<file path="src/include/alert_link_config.svh">
/*
 * alert link configuration
 * synchronizer enable for the decoders and the fault counter width
 */

`ifndef ALERT_LINK_CONFIG_SVH
`define ALERT_LINK_CONFIG_SVH

// 1 puts two synchronizer flops in front of each differential decoder
`define ALERT_ASYNC 1

// width of the link fault episode counter
`define FAULT_CNT_W 8

`endif
</file>
<file path="src/alert_pkg.sv">
/*
 * alert link package
 * differential pair and decoded event types, fault count type, FSM state encodings
 */

`default_nettype none

`include "alert_link_config.svh"

package alert_pkg;

  // one differential wire pair, p carries the level and n its complement
  typedef struct packed {
    logic p;
    logic n;
  } diff_pair_t;

  // decoded pair as seen by the receiving end
  // evt is rise or fall
  typedef struct packed {
    logic level;
    logic rise;
    logic fall;
    logic evt;
  } diff_ev_t;

  // saturating count of link fault episodes
  typedef logic [`FAULT_CNT_W-1:0] fault_cnt_t;

  // pair encodings driven on the wires
  parameter diff_pair_t pair_idle   = '{p: 1'b0, n: 1'b1};
  parameter diff_pair_t pair_active = '{p: 1'b1, n: 1'b0};

  // decoder pattern matcher
  typedef enum logic [1:0] {is_std, is_skewed, sig_int} decode_state_e;

  // alert sender, four phases of the link handshake
  typedef enum logic [1:0] {snd_idle, snd_req_high, snd_wait_ack_low, snd_done} sender_state_e;

  // alert receiver, ack pair follows the alert level
  typedef enum logic {rcv_idle, rcv_ack_high} receiver_state_e;

endpackage

`default_nettype wire

</file>
<file path="src/alert_link_top.sv">
/*
 * alert link top
 * sender and receiver side by side plus the integrity monitor,
 * wire pairs leave and re-enter here
 */

`timescale 1ns/1ps
`default_nettype none

`include "alert_link_config.svh"

module alert_link_top
  import alert_pkg::*;
(
  input  logic       clk_i,
  input  logic       rst_ni,
  // local trigger handshake
  input  logic       trig_req_i,
  output logic       trig_ack_o,
  // alert event at the receiving end
  output logic       alert_o,
  // wire pairs, looped back outside
  output diff_pair_t alert_tx_o,
  input  diff_pair_t alert_rx_i,
  output diff_pair_t ack_tx_o,
  input  diff_pair_t ack_rx_i,
  // integrity status
  input  logic       integ_clr_i,
  output logic       integ_fail_o,
  output fault_cnt_t fault_cnt_o
);

  logic ack_sigint, alert_sigint;

  alert_sender #(
    .async_on(`ALERT_ASYNC)
  ) u_sender (
    .clk_i,
    .rst_ni,
    .trig_req_i,
    .trig_ack_o,
    .alert_tx_o,
    .ack_rx_i,
    .ack_sigint_o(ack_sigint)
  );

  alert_receiver #(
    .async_on(`ALERT_ASYNC)
  ) u_receiver (
    .clk_i,
    .rst_ni,
    .alert_rx_i,
    .ack_tx_o,
    .alert_o,
    .alert_sigint_o(alert_sigint)
  );

  // merged fault flag across both pairs
  link_integrity u_integrity (
    .clk_i,
    .rst_ni,
    .alert_sigint_i(alert_sigint),
    .ack_sigint_i  (ack_sigint),
    .integ_clr_i,
    .integ_fail_o,
    .fault_cnt_o
  );

endmodule

`default_nettype wire

</file>
<file path="src/link_integrity.sv">
/*
 * link integrity monitor
 * merges both sides' sigint flags into a sticky fail flag
 * and a saturating count of fault episodes
 */

`timescale 1ns/1ps
`default_nettype none

module link_integrity
  import alert_pkg::*;
(
  input  logic       clk_i,
  input  logic       rst_ni,
  input  logic       alert_sigint_i,
  input  logic       ack_sigint_i,
  input  logic       integ_clr_i,
  output logic       integ_fail_o,
  output fault_cnt_t fault_cnt_o
);

  logic       fault, fault_q, fault_rise;
  logic       fail_q;
  fault_cnt_t cnt_q;

  // overlapping faults on the two pairs make a single episode
  assign fault      = alert_sigint_i | ack_sigint_i;
  assign fault_rise = fault & ~fault_q;

  always_ff @(posedge clk_i or negedge rst_ni) begin : p_regs
    if (!rst_ni) begin
      fault_q <= 1'b0;
      fail_q  <= 1'b0;
      cnt_q   <= '0;
    end else begin
      fault_q <= fault;
      // clear wins over a new episode in the same cycle
      if (integ_clr_i) begin
        fail_q <= 1'b0;
        cnt_q  <= '0;
      end else if (fault_rise) begin
        fail_q <= 1'b1;
        if (!(&cnt_q)) begin
          cnt_q <= cnt_q + 1'b1;
        end
      end
    end
  end

  assign integ_fail_o = fail_q;
  assign fault_cnt_o  = cnt_q;

  cnt_monotonic_a: assert property (@(posedge clk_i) disable iff (!rst_ni)
    $past(rst_ni) && !$past(integ_clr_i) |-> fault_cnt_o >= $past(fault_cnt_o));

endmodule

`default_nettype wire

</file>
<file path="src/alert_receiver.sv">
/*
 * alert receiver
 * decodes the alert pair, mirrors its level on the ack pair
 * and emits one alert pulse per link handshake
 */

`timescale 1ns/1ps
`default_nettype none

module alert_receiver
  import alert_pkg::*;
#(
  parameter bit async_on = 1'b0
) (
  input  logic       clk_i,
  input  logic       rst_ni,
  input  diff_pair_t alert_rx_i,
  output diff_pair_t ack_tx_o,
  output logic       alert_o,
  output logic       alert_sigint_o
);

  receiver_state_e state_d, state_q;
  diff_pair_t      ack_tx_d, ack_tx_q;
  logic            alert_d, alert_q;
  diff_ev_t        alert_ev;

  // alert pair decoder
  diff_decode #(
    .async_on(async_on)
  ) u_alert_decode (
    .clk_i,
    .rst_ni,
    .pair_i  (alert_rx_i),
    .ev_o    (alert_ev),
    .sigint_o(alert_sigint_o)
  );

  // follow the decoded level, a level that comes back after a fault
  // without an edge still counts as the request
  always_comb begin : p_fsm
    state_d = state_q;
    alert_d = 1'b0;
    unique case (state_q)
      rcv_idle: begin
        if (alert_ev.level) begin
          state_d = rcv_ack_high;
          alert_d = 1'b1;
        end
      end
      rcv_ack_high: begin
        if (!alert_ev.level) begin
          state_d = rcv_idle;
        end
      end
    endcase
  end

  assign ack_tx_d = (state_d == rcv_ack_high) ? pair_active : pair_idle;

  always_ff @(posedge clk_i or negedge rst_ni) begin : p_regs
    if (!rst_ni) begin
      state_q  <= rcv_idle;
      ack_tx_q <= pair_idle;
      alert_q  <= 1'b0;
    end else begin
      state_q  <= state_d;
      ack_tx_q <= ack_tx_d;
      alert_q  <= alert_d;
    end
  end

  assign ack_tx_o = ack_tx_q;
  assign alert_o  = alert_q;

  // one pulse, never a held level
  alert_pulse_a: assert property (@(posedge clk_i) disable iff (!rst_ni)
    alert_o |=> !alert_o);

endmodule

`default_nettype wire

</file>
<file path="src/alert_sender.sv">
/*
 * alert sender
 * turns a local four-phase trigger into the alert pair request
 * and tracks the receiver's answer on the decoded ack pair
 */

`timescale 1ns/1ps
`default_nettype none

module alert_sender
  import alert_pkg::*;
#(
  parameter bit async_on = 1'b0
) (
  input  logic       clk_i,
  input  logic       rst_ni,
  input  logic       trig_req_i,
  output logic       trig_ack_o,
  output diff_pair_t alert_tx_o,
  input  diff_pair_t ack_rx_i,
  output logic       ack_sigint_o
);

  sender_state_e state_d, state_q;
  diff_pair_t    alert_tx_d, alert_tx_q;
  logic          trig_ack_d, trig_ack_q;
  diff_ev_t      ack_ev;

  // ack pair decoder
  diff_decode #(
    .async_on(async_on)
  ) u_ack_decode (
    .clk_i,
    .rst_ni,
    .pair_i  (ack_rx_i),
    .ev_o    (ack_ev),
    .sigint_o(ack_sigint_o)
  );

  // handshake phases, driven by decoded ack level so a fault just stalls
  always_comb begin : p_fsm
    state_d = state_q;
    unique case (state_q)
      snd_idle: begin
        if (trig_req_i) begin
          state_d = snd_req_high;
        end
      end
      // alert pair raised, wait for the ack
      snd_req_high: begin
        if (ack_ev.level) begin
          state_d = snd_wait_ack_low;
        end
      end
      // alert pair back to idle, wait for the ack to drop
      snd_wait_ack_low: begin
        if (!ack_ev.level) begin
          state_d = snd_done;
        end
      end
      // link done, hold trig_ack until the trigger drops
      snd_done: begin
        if (!trig_req_i) begin
          state_d = snd_idle;
        end
      end
      default: begin
        state_d = snd_idle;
      end
    endcase
  end

  // outputs registered alongside the state
  assign alert_tx_d = (state_d == snd_req_high) ? pair_active : pair_idle;
  assign trig_ack_d = (state_d == snd_done);

  always_ff @(posedge clk_i or negedge rst_ni) begin : p_regs
    if (!rst_ni) begin
      state_q    <= snd_idle;
      alert_tx_q <= pair_idle;
      trig_ack_q <= 1'b0;
    end else begin
      state_q    <= state_d;
      alert_tx_q <= alert_tx_d;
      trig_ack_q <= trig_ack_d;
    end
  end

  assign alert_tx_o = alert_tx_q;
  assign trig_ack_o = trig_ack_q;

  // the sender never puts a broken encoding on the wires
  alert_tx_diff_a: assert property (@(posedge clk_i) disable iff (!rst_ni)
    alert_tx_o.p != alert_tx_o.n);

  trig_ack_idle_a: assert property (@(posedge clk_i) disable iff (!rst_ni)
    (state_q == snd_idle) |-> !trig_ack_o);

endmodule

`default_nettype wire

</file>
<file path="src/diff_decode.sv">
/*
 * differential pair decoder
 * recovers level and edges from a p/n pair, accepts one cycle of skew
 * between the wires in async mode and flags signal-integrity faults
 */

`timescale 1ns/1ps
`default_nettype none

module diff_decode
  import alert_pkg::*;
#(
  // adds two synchronizer flops and the skew matcher
  parameter bit async_on = 1'b0
) (
  input  logic       clk_i,
  input  logic       rst_ni,
  input  diff_pair_t pair_i,
  output diff_ev_t   ev_o,
  output logic       sigint_o
);

  if (async_on) begin : gen_async

    decode_state_e state_d, state_q;
    // two sync stages, then one stage for edge detection
    diff_pair_t    sync1_q, sync2_q, pair_q;
    logic          p_edge, n_edge, check_ok;
    logic          level_d, level_q;
    logic          rise, fall, sigint;

    ////////////////////
    // synchronizers
    ////////////////////
    always_ff @(posedge clk_i or negedge rst_ni) begin : p_sync
      if (!rst_ni) begin
        sync1_q <= pair_idle;
        sync2_q <= pair_idle;
        pair_q  <= pair_idle;
        state_q <= is_std;
        level_q <= 1'b0;
      end else begin
        sync1_q <= pair_i;
        sync2_q <= sync1_q;
        pair_q  <= sync2_q;
        state_q <= state_d;
        level_q <= level_d;
      end
    end

    // wire transitions seen at the synchronizer output
    assign p_edge   = pair_q.p ^ sync2_q.p;
    assign n_edge   = pair_q.n ^ sync2_q.n;
    // a valid pair has p and n apart
    assign check_ok = sync2_q.p ^ sync2_q.n;

    ////////////////////
    // skew matcher
    ////////////////////
    // a one-cycle mismatch is accepted only when one wire has just moved,
    // a mismatch with no wire movement or lasting two cycles is a fault
    always_comb begin : p_fsm
      state_d = state_q;
      level_d = level_q;
      rise    = 1'b0;
      fall    = 1'b0;
      sigint  = 1'b0;
      unique case (state_q)
        is_std: begin
          if (check_ok) begin
            level_d = sync2_q.p;
            // both wires moved together, clean transition
            if (p_edge && n_edge) begin
              rise = sync2_q.p;
              fall = ~sync2_q.p;
            end
          end else if (p_edge || n_edge) begin
            // first wire moved, wait one cycle for the other
            state_d = is_skewed;
          end else begin
            state_d = sig_int;
            sigint  = 1'b1;
          end
        end
        is_skewed: begin
          if (check_ok) begin
            state_d = is_std;
            level_d = sync2_q.p;
            rise    = sync2_q.p;
            fall    = ~sync2_q.p;
          end else begin
            state_d = sig_int;
            sigint  = 1'b1;
          end
        end
        sig_int: begin
          // hold the level until the pair is valid again
          if (check_ok) begin
            state_d = is_std;
          end else begin
            sigint = 1'b1;
          end
        end
        default: begin
          state_d = is_std;
        end
      endcase
    end

    assign ev_o     = '{level: level_d, rise: rise, fall: fall, evt: rise | fall};
    assign sigint_o = sigint;

  end else begin : gen_sync

    logic p_q, level_q;
    logic level, rise, fall, sigint;

    // equal wires are never a legal encoding
    assign sigint = ~(pair_i.p ^ pair_i.n);
    assign level  = sigint ? level_q : pair_i.p;
    assign rise   = ~p_q & pair_i.p & ~sigint;
    assign fall   = p_q & ~pair_i.p & ~sigint;

    // edge register and held level
    always_ff @(posedge clk_i or negedge rst_ni) begin : p_edge_reg
      if (!rst_ni) begin
        p_q     <= 1'b0;
        level_q <= 1'b0;
      end else begin
        p_q     <= pair_i.p;
        level_q <= level;
      end
    end

    assign ev_o     = '{level: level, rise: rise, fall: fall, evt: rise | fall};
    assign sigint_o = sigint;

  end

  ////////////////////
  // assertions
  ////////////////////
  // no edge leaks out while the pair is broken
  sigint_no_event_a: assert property (@(posedge clk_i) disable iff (!rst_ni)
    sigint_o |-> !(ev_o.rise || ev_o.fall || ev_o.evt));

  // level is frozen for the whole fault
  sigint_level_a: assert property (@(posedge clk_i) disable iff (!rst_ni)
    sigint_o |-> $stable(ev_o.level));

endmodule

`default_nettype wire

</file>
<file path="config.mk">
export PLATFORM = sky130hd
export DESIGN_NAME = alert_link_top
export DESIGN_NICKNAME = d
export VERILOG_FILES = /design/src/alert_pkg.sv /design/src/alert_link_top.sv /design/src/link_integrity.sv /design/src/alert_receiver.sv /design/src/alert_sender.sv /design/src/diff_decode.sv
export VERILOG_INCLUDE_DIRS = /design/src /design/src/include
export SDC_FILE = /design/constraint.sdc
export NUM_CORES = 1
export LEC_CHECK = 0
export BUFFER_PORTS_ARGS = -buffer_cell sky130_fd_sc_hd__buf_4
export CAP_MARGIN = 10
export CORE_AREA = 5 5 64 66
export DETAILED_ROUTE_END_ITERATION = 8
export DIE_AREA = 0 0 69 71
export PLACE_DENSITY = 0.73
export SLEW_MARGIN = 0
export SYNTH_ARGS = -nofsm -noshare
export SYNTH_HDL_FRONTEND = slang
export SYNTH_SLANG_ARGS = --single-unit
export TNS_END_PERCENT = 5
</file>
<file path="constraint.sdc">
create_clock -name clk_i -period 3 [get_ports clk_i]
set_input_delay 0.6 -clock clk_i [delete_from_list [all_inputs] [get_ports clk_i]]
set_output_delay 0.6 -clock clk_i [all_outputs]
set_load 0.01 [all_outputs]
</file>
Word-level counts from Yosys, hierarchy flattened
Index checks and enable logic that the tools add are counted.
{"block": "classes", "bitwise_logic": 9, "eq_ne": 14, "n_reduce_logical": 14, "n_addsub": 1, "muxes": 36}
{"cell": "2-to-1 mux 2 bit", "n": 14}
{"cell": "2-to-1 mux 8 bit", "n": 3}
{"cell": "2-to-1 mux 1 bit", "n": 14}
{"cell": "one-hot mux 2 bit (3 select lines)", "n": 2}
{"cell": "== test 2 bit, second input constant", "n": 5}
{"cell": "!= test 2 bit, second input constant", "n": 5}
{"cell": "adder 8 x 1 -> 8 bit, second input constant", "n": 1}
{"cell": "== test 2 x 1 -> 1 bit, second input constant", "n": 4}
{"cell": "one-hot mux 2 bit (4 select lines)", "n": 1}
{"cell": "AND reduction 8 bit", "n": 1}
{"cell": "OR reduction 2 bit", "n": 4}
{"cell": "zero test 2 bit", "n": 3}
{"cell": "AND reduction 2 bit", "n": 3}
{"cell": "bitwise XOR 1 bit", "n": 6}
{"cell": "one-hot mux 1 bit (2 select lines)", "n": 2}
{"cell": "logical OR 1 bit", "n": 2}
{"cell": "nonzero test 2 bit", "n": 1}
{"cell": "bitwise AND 1 bit", "n": 1}
{"cell": "inverter 1 bit", "n": 1}
{"cell": "OR 1 bit", "n": 1}
{"block": "totals", "out_inout_bits": 15, "reg_bits": 37, "wordCells": 101, "in_bits": 8}

Depth between registers and ports, before layout
Gate-level depths: netlist (run 1).
{"block": "logic_depth", "word_depth": 9, "depth_mapped": 8, "mapped_depth_nobuf": 7}

Hierarchy
Synthesis (run 1) repeated with hierarchy kept, for this count alone.
{"block": "hier_totals", "cells_unflattened": 164, "area_unflattened_um2": 1769.2}
{"mod": "diff_decode", "n_inst": 2, "area_per_inst_um2": 483.0, "cells_each": 45, "seq_area_each_um2": 229.0}
{"mod": "link_integrity", "n_inst": 1, "area_per_inst_um2": 511.7, "cells_each": 53, "seq_area_each_um2": 250.2}
{"mod": "alert_sender", "n_inst": 1, "area_per_inst_um2": 190.2, "cells_each": 15, "seq_area_each_um2": 126.4}
{"mod": "alert_receiver", "n_inst": 1, "area_per_inst_um2": 101.3, "cells_each": 6, "seq_area_each_um2": 76.3}

Worst setup path after synthesis (run 1)
No wires, ideal clock.
{"block": "synth_timing", "kind": "register to register", "start": "register u_sender.u_ack_decode.gen_async.sync2_q[1] (netlist name)", "end": "register u_integrity.cnt_q[5], in the netlist u_integrity.fault_cnt_o[5]", "setup_time_ns": 0.125, "slack_ns": 0.746, "path_stages_with_launch": 7, "t_arrival_ns": 2.130, "path_buffers": 1, "t_required_ns": 2.875, "period_less_slack_ns": 2.254, "path_cell_list": "dfrtp_1 or4_4 a2111oi_4 a221oi_2 buf_4 nor3_1 mux2_2"}
{"block": "synth_via", "elab_chain_len": 9, "word_cells_on_any_way": 11, "classes_between": "mux (4); bitwise (4); reduce/logical (3)"}
{"item": "from (decl)", "line_no": "diff_decode.sv:27", "source": "diff_pair_t sync1_q, sync2_q, pair_q;"}
{"item": "from (signal assigned)", "line_no": "diff_decode.sv:38", "source": "sync2_q <= pair_idle;"}
{"item": "from (signal assigned)", "line_no": "diff_decode.sv:44", "source": "sync2_q <= sync1_q;"}
{"item": "bitwise XOR 1 bit", "line_no": "diff_decode.sv:52", "source": "assign p_edge = pair_q.p ^ sync2_q.p;"}
{"item": "logical OR 1 bit", "line_no": "diff_decode.sv:77", "source": "end else if (p_edge || n_edge) begin"}
{"item": "2-to-1 mux 1 bit", "line_no": "diff_decode.sv:77"}
{"item": "2-to-1 mux 1 bit", "line_no": "diff_decode.sv:70", "source": "if (check_ok) begin"}
{"item": "one-hot mux 1 bit (2 select lines) *", "line_no": "diff_decode.sv:68", "source": "unique case (state_q)"}
{"item": "OR 1 bit *", "line_no": "link_integrity.sv:27", "source": "assign fault = alert_sigint_i | ack_sigint_i;"}
{"item": "bitwise AND 1 bit *", "line_no": "link_integrity.sv:28", "source": "assign fault_rise = fault & ~fault_q;"}
{"item": "nonzero test 2 bit (no line) *"}
{"item": "AND reduction 2 bit (no line) *"}
{"item": "to (signal assigned)", "line_no": "link_integrity.sv:44", "source": "cnt_q <= cnt_q + 1'b1;"}
{"item": "to (decl)", "line_no": "link_integrity.sv:24", "source": "fault_cnt_t cnt_q;"}
Mark *: on every way between the ends. The rest lies on a longest branch, timed or not.
A chain may end at the register's enable or synchronous reset.

Worst setup path after layout (run 1)
{"block": "layout_timing", "start": "register u_receiver.u_alert_decode.gen_async.sync2_q[0] (netlist name)", "end": "register u_integrity.cnt_q[0], in the netlist u_integrity.fault_cnt_o[0]"}
{"block": "layout_via", "elab_chain_len": 9, "word_cells_on_any_way": 11, "classes_between": "mux (4); bitwise (4); reduce/logical (3)"}
{"item": "from (decl)", "line_no": "diff_decode.sv:27"}
{"item": "from (signal assigned)", "line_no": "diff_decode.sv:38"}
{"item": "from (signal assigned)", "line_no": "diff_decode.sv:44"}
{"item": "bitwise XOR 1 bit", "line_no": "diff_decode.sv:53", "source": "assign n_edge = pair_q.n ^ sync2_q.n;"}
{"item": "logical OR 1 bit", "line_no": "diff_decode.sv:77"}
{"item": "2-to-1 mux 1 bit", "line_no": "diff_decode.sv:77"}
{"item": "2-to-1 mux 1 bit", "line_no": "diff_decode.sv:70"}
{"item": "one-hot mux 1 bit (2 select lines) *", "line_no": "diff_decode.sv:68"}
{"item": "OR 1 bit *", "line_no": "link_integrity.sv:27"}
{"item": "bitwise AND 1 bit *", "line_no": "link_integrity.sv:28"}
{"item": "nonzero test 2 bit (no line) *"}
{"item": "AND reduction 2 bit (no line) *"}
Marks and branches as above.

==> results of run 1 <==
## stage by stage
step                total power [µW]  cells
CTS                             1600    224
finish                          1590    224
global route                    1690    224
global placement                1210    216
floorplan                       1090    149
detailed placement              1260    216
## report_power, final
group	internal [µW]	switching, µW
clock network	175	167
logic	257	309
registers	587	90.8
## registers in the layout, indices dropped and copies added, names as in the netlist
name,cells
u_integrity.fault_cnt_o,8
u_receiver.ack_tx_o,2
u_receiver.u_alert_decode.gen_async.pair_q,2
u_receiver.u_alert_decode.gen_async.state_q,2
u_receiver.u_alert_decode.gen_async.sync1_q,2
u_receiver.u_alert_decode.gen_async.sync2_q,2
u_sender.alert_tx_o,2
u_sender.state_q,2
u_sender.u_ack_decode.gen_async.pair_q,2
u_sender.u_ack_decode.gen_async.state_q,2
u_sender.u_ack_decode.gen_async.sync1_q,2
u_sender.u_ack_decode.gen_async.sync2_q,2
u_integrity.fault_q,1
u_integrity.integ_fail_o,1
u_receiver.alert_o,1
u_sender.trig_ack_o,1
u_sender.u_ack_decode.gen_async.level_q,1
## synth_stat cells (all sizes together), types with 2 or more instances
master | number | area share, %
nand4 | 5 | 1.9
o21ai | 10 | 3.0
nor2b | 3 | 1.1
nand2b | 3 | 1.1
nand2 | 10 | 2.2
buf | 2 | 0.90
nor2 | 8 | 1.8
dfstp | 8 | 13
dfrtp | 27 | 40
or3 | 2 | 0.75
inv | 11 | 2.5
xnor2 | 3 | 1.6
o41ai | 2 | 1.0
clkbuf | 2 | 0.45
ha | 9 | 6.7
or4 | 3 | 1.6
o32ai | 2 | 1.0
a21oi | 8 | 2.4
mux2 | 2 | 1.3
mux2i | 3 | 1.8
o21a | 2 | 0.90
xor2 | 4 | 2.1
nor3 | 2 | 0.60
## worst max-delay path: cells and delay by family (launching register included)
kind	cells	cell delay [ns]
AOI/OAI and AO/OA	2	0.88
DFF	1	0.62
xor gates and xnor gates	1	0.36
and+or+nand+nor	1	0.29
muxes	1	0.27
## how the worst max path moves through the flow
stage,depth (start not counted),startpoint,end
2_1_floorplan,6,u_sender.u_ack_decode.gen_async.sync2_q[1],u_integrity.fault_cnt_o[5]
3_3_place_gp,5,u_receiver.u_alert_decode.gen_async.sync2_q[0],u_integrity.fault_cnt_o[0]
3_5_place_dp,5,u_receiver.u_alert_decode.gen_async.sync2_q[0],u_integrity.fault_cnt_o[0]
4_1_cts,5,u_receiver.u_alert_decode.gen_async.sync2_q[0],u_integrity.fault_cnt_o[0]
5_1_grt,5,u_receiver.u_alert_decode.gen_async.sync2_q[0],u_integrity.fault_cnt_o[0]
6_report,5,u_receiver.u_alert_decode.gen_async.sync2_q[0],u_integrity.fault_cnt_o[0]
## logic make-up (layout without fill, tap and decap cells)
| group | Yosys count | count (layout) | share of synthesized area [%] |
|---|---|---|---|
| DFF | 35 | 35 | 53.0 |
| adders and majority gates | 9 | 9 | 6.74 |
| muxes | 5 | 5 | 3.14 |
| xor gates and xnor gates | 7 | 7 | 3.67 |
| buffers and inverters | 15 | 42 | 3.82 |
| AOI/OAI and AO/OA | 36 | 36 | 16.1 |
| and+or+nand+nor | 42 | 42 | 13.5 |
## cell type report
type / count / share of cell area [%]
Clock buffer: 5 / 1.91
Clock inverter: 3 / 2.23
Inverter: 11 / 2.10
Multi-Input combinational cell: 99 / 36.8
Sequential cell: 35 / 45.1
Tap cell: 48 / 3.06
Timing Repair Buffer: 23 / 8.80
## per-layer routing
| layer | global-route usage (%) | up-vias | part of all wire, % |
|---|---|---|---|
| met5 | 0 | - | 0 |
| met4 | 7.16 | 0 | 1.7 |
| met3 | 3.98 | 7 | 3.5 |
| met2 | 22.1 | 18 | 52 |
| met1 | 15.3 | 568 | 43 |
| li1 | - | 588 | - |
==> run summary, run 1 <==
Setup TNS = 0 ns
Worst R2R End = u_integrity.fault_cnt_o[0]
Commonest non-fill, non-tap cell in the layout = dfrtp_1
Num ports = 23
Max Cap Viol = 0
Post-synth ARST share = 100%
Setup slack at placement = 0.471 ns
Via count = 1181
CP max stage cell = a221oi_2
Synth warn = 0
Sequential area share after synthesis = 53.0%
RR Startpoint = u_receiver.u_alert_decode.gen_async.sync2_q[0]
DP Area = 1880 µm²
Worst setup EP type = flop
Post-CTS Setup Bufs = 0
Detailed Route Iter0 Violations = 43
Reg-to-reg setup timing slack = 0.48 ns
Synthesized area per cell = 11.2 µm²
Unrepaired setup endpoints after global routing = false
Grt total ovfl = 0
GRT Resource Usage Total = 13.3%
Area of the multi-input gates = 722 µm²
Hpwl dp = 2170 µm
CTS root buffer = clkbuf_4
Starting density of the core = 47.4%
Max transition margin = 47.3%
CTS tree = built
Core ar. = 3520 µm²
Initial antenna violation count = 0
Worst slew pin tran = 0.791 ns
Final wirelength = 2980 µm
Syn_nets = 166
Die W = 69 µm
Worst Setup Start Kind = flop
Die ar. = 4900 µm²
GPL Wtd Cong = 0.738
DRC = 0
Clock sink count = 35
Post-DR wirelength/cell = 13.3 µm
Clock latency on the worst-skew pair = 0.34 ns
Final instance area = 1960 µm²
Status = complete, no violations
PD cells = 808 nW/µm²
First-pass GRT wire length = 5230 µm
Worst-path clk slew = 0.11 ns
Cells on worst reg2reg path = 5
Fill cell count = 352
Final worst slack = 0.475 ns
Register area = 886 µm²
Library cells used by synthesis = 42
Area Overhead vs Synth = 17.4%
Final min period = 2.52 ns
Fin util = 55.7%
Setup CP Type = reg -> reg
IO Port Bufs = 22
Nets = 192
#FFs+latches synth = 35
WP data required = 3.24 ns
Drt pass-1 iters = 4
Leakage = 0.000869 µW
Post-cts resize count = 0
Die span in y = 71 µm
# rows = 22
Crit Path Max Fanout = 13
Maximum clock frequency = 396 MHz
Maximum vdd drop = 346 µV
CTS Buffer Depth = 2
Antenna-violating nets left = 0
Final hold vios = 0
H-tree levels = 2
CTS Hold Buffers Added = 0
Commonest non-fill, non-tap cells in the layout = 27 x dfrtp_1, 23 x buf_4, 11 x inv_1
Number of flops mapped to enable cells by yosys = 0
Worst path cell trace = xor2_1, o32ai_1, a221oi_2, and2b_1, mux2_2
Final Cycle Share = 84.2%
Worst hold slack = 0.181 ns
Final Max Tran Viols = 0
Largest net degree at the start of global routing = 36
Hold Path Class = in -> async
Ant. Diodes = 0
Cts bufs inserted = 5
Vias in the first global route = 1181
Gate Count Post-Synth = 149
Crit path DAT = 2.76 ns
Setup Viol. Count Final = 0
Fraction of layout cells with a size suffix above 1 = 25.6%
Vias per std cell = 5.27
Main synth FF type = dfrtp_1
Crit-path max cell delay = 0.71 ns
Post-Syn Area = 1670 µm²
Clock Skew = 0.00780 ns
Power figures use the tool's default switching activity.
==> inputs of run 2 (changes only) <==
clock period = 2.41 ns   (was 3 ns; I/O delays follow)
==> run summary, run 2 (synthesized netlist as in run 1, its figures left out) <==
Starting density of the core = 47.4% (unchanged)
Crit Path Max Fanout = 13 (unchanged)
CTS Hold Buffers Added = 0 (unchanged)
H-tree levels = 2 (unchanged)
Status = complete, no violations
Worst-path clk slew = 0.10 ns (about the same)
Ant. Diodes = 0 (unchanged)
Antenna-violating nets left = 0 (unchanged)
Crit path DAT = 2.51 ns (-0.25 ns)
# rows = 22 (unchanged)
Largest register FFs = 8 (unchanged)
Die ar. = 4900 µm² (unchanged)
CTS root buffer = clkbuf_4
Max Cap Viol = 0 (unchanged)
Clock Skew = 0.0102 ns (+0.00243 ns)
Hold Path Class = in -> async
Fin util = 56.0% (+0.25 points)
First-pass GRT wire length = 5310 µm (+1.6%)
Worst slew pin tran = 0.665 ns (-0.126 ns)
Nets = 194 (+1.0%)
Initial antenna violation count = 0 (unchanged)
Vias per std cell = 5.39 (+2.2%)
Critical Path Start = u_sender.u_ack_decode.gen_async.sync2_q[1]
Vias in the first global route = 1247 (+5.6%)
Worst setup EP type = flop
Die W = 69 µm (unchanged)
Final wirelength = 3090 µm (+3.7%)
Setup Viol. Count Final = 0 (unchanged)
IO Port Bufs = 22 (unchanged)
Setup CP Type = reg -> reg
RR Startpoint = u_sender.u_ack_decode.gen_async.sync2_q[1]
Fraction of layout cells with a size suffix above 1 = 26.6% (+0.99 points)
Post-CTS Setup Bufs = 0 (unchanged)
Clock sink count = 35 (unchanged)
Final hold vios = 0 (unchanged)
Final Cycle Share = 93.6% (+9.4 points)
Post-DR wirelength/cell = 13.7 µm (+3.3%)
WP data required = 2.67 ns (-0.57 ns)
GPL Wtd Cong = 0.700 (-5.2%)
Setup TNS = 0 ns (unchanged)
Grt total ovfl = 0 (unchanged)
GRT Resource Usage Total = 13.5% (+0.28 points)
Unrepaired setup endpoints after global routing = false
CTS tree = built
Cts bufs inserted = 5 (unchanged)
Hpwl dp = 2260 µm (+4.1%)
Detailed Route Iter0 Violations = 53 (+23%)
Maximum vdd drop = 366 µV (+5.9%)
Die span in y = 71 µm (unchanged)
Clock latency on the worst-skew pair = 0.32 ns (-0.02 ns)
Post-cts resize count = 0 (unchanged)
Leakage = 0.000872 µW (+0.28%)
Largest net degree at the start of global routing = 36 (unchanged)
Final Max Tran Viols = 0 (unchanged)
Via count = 1212 (+2.6%)
Core ar. = 3520 µm² (unchanged)
Area Overhead vs Synth = 18.0%
Commonest non-fill, non-tap cell in the layout = dfrtp_1
PD cells = 970 nW/µm² (+20%)
Cells on worst reg2reg path = 5 (unchanged)
Num ports = 23 (unchanged)
Worst Setup Start Kind = flop
DRC = 0 (unchanged)
Maximum clock frequency = 443 MHz (+12%)
Commonest non-fill, non-tap cells in the layout = 27 x dfrtp_1, 25 x buf_4, 11 x inv_1
Max transition margin = 55.1% (+7.8 points)
CTS Buffer Depth = 2 (unchanged)
Drt pass-1 iters = 5 (+1)
Final min period = 2.26 ns (-0.270 ns)
run 2: cell count changes in the layout (fill, tap and decap cells not counted):
cell / previous run / this run
a221oi_4: 0 / 1
clkinv_4: 1 / 0
a221oi_2: 1 / 0
o32ai_1: 2 / 1
clkbuf_8: 0 / 1
bufinv_16: 1 / 0
o32ai_2: 0 / 1
buf_4: 23 / 25
run 2: final timing paths:
| check | slack, ns | endpoint |
|---|---|---|
| setup / recovery | 0.15 | u_integrity.fault_cnt_o[4] |
| hold / removal | 0.08 | u_receiver.u_alert_decode.gen_async.sync2_q[1] |
| setup reg to reg | 0.15 | u_integrity.fault_cnt_o[4] |
| hold reg to reg | 0.36 | u_sender.u_ack_decode.gen_async.sync2_q[0] |
| max in group asynchronous | 1.98 | u_sender.u_ack_decode.gen_async.sync1_q[0] |
| min in group clk_i | 0.25 | u_receiver.u_alert_decode.gen_async.sync1_q[0] |
run 2: per-layer routing:
metal	track usage [%]	share of wire, %	up-vias
met4	6.94	2.0	0
met2	25.0	53	24
met1	14.1	42	591
li1	-	-	592
met3	3.55	3.3	5
met5	0	0	-
run 2: per-stage QoR:
step	area (µm²)	power, µW	cells	setup WS, ns	hold WS, ns
floorplan	1670	1360	149	0.156	0.186
global placement	1900	1510	218	0.177	0.333
detailed placement	1900	1580	218	0.103	0.339
CTS	1950	1900	225	0.0747	0.0779
global route	1970	2060	225	0.0383	0.0999
finish	1970	1910	225	0.155	0.0835
run 2: where the power goes:
part	internal (µW)	switching (µW)	leakage (µW)	total [µW]
clock network	135	181	0.0000341	316
logic	344	413	0.000410	757
registers	730	111	0.000428	841
run 2: area by class of cell:
| class | count | area (µm²) |
|---|---|---|
| well taps | 48 | 60.1 |
| fillers | 348 | 1550 |
| repair buffers | 25 | 188 |
| clock buffers | 6 | 51.3 |
| multi-input cells | 99 | 741 |
| clock inverters | 1 | 5.00 |
| inverters | 11 | 41.3 |
| flip-flops and latches | 35 | 886 |
run 2: worst max-delay path, cell delays in order, from the launching register on:
cell,delay [ns]
dfrtp_1,0.40
or4_4,0.56
a2111oi_4,0.41
a221oi_4,0.12
or4_1,0.55
a21oi_1,0.16
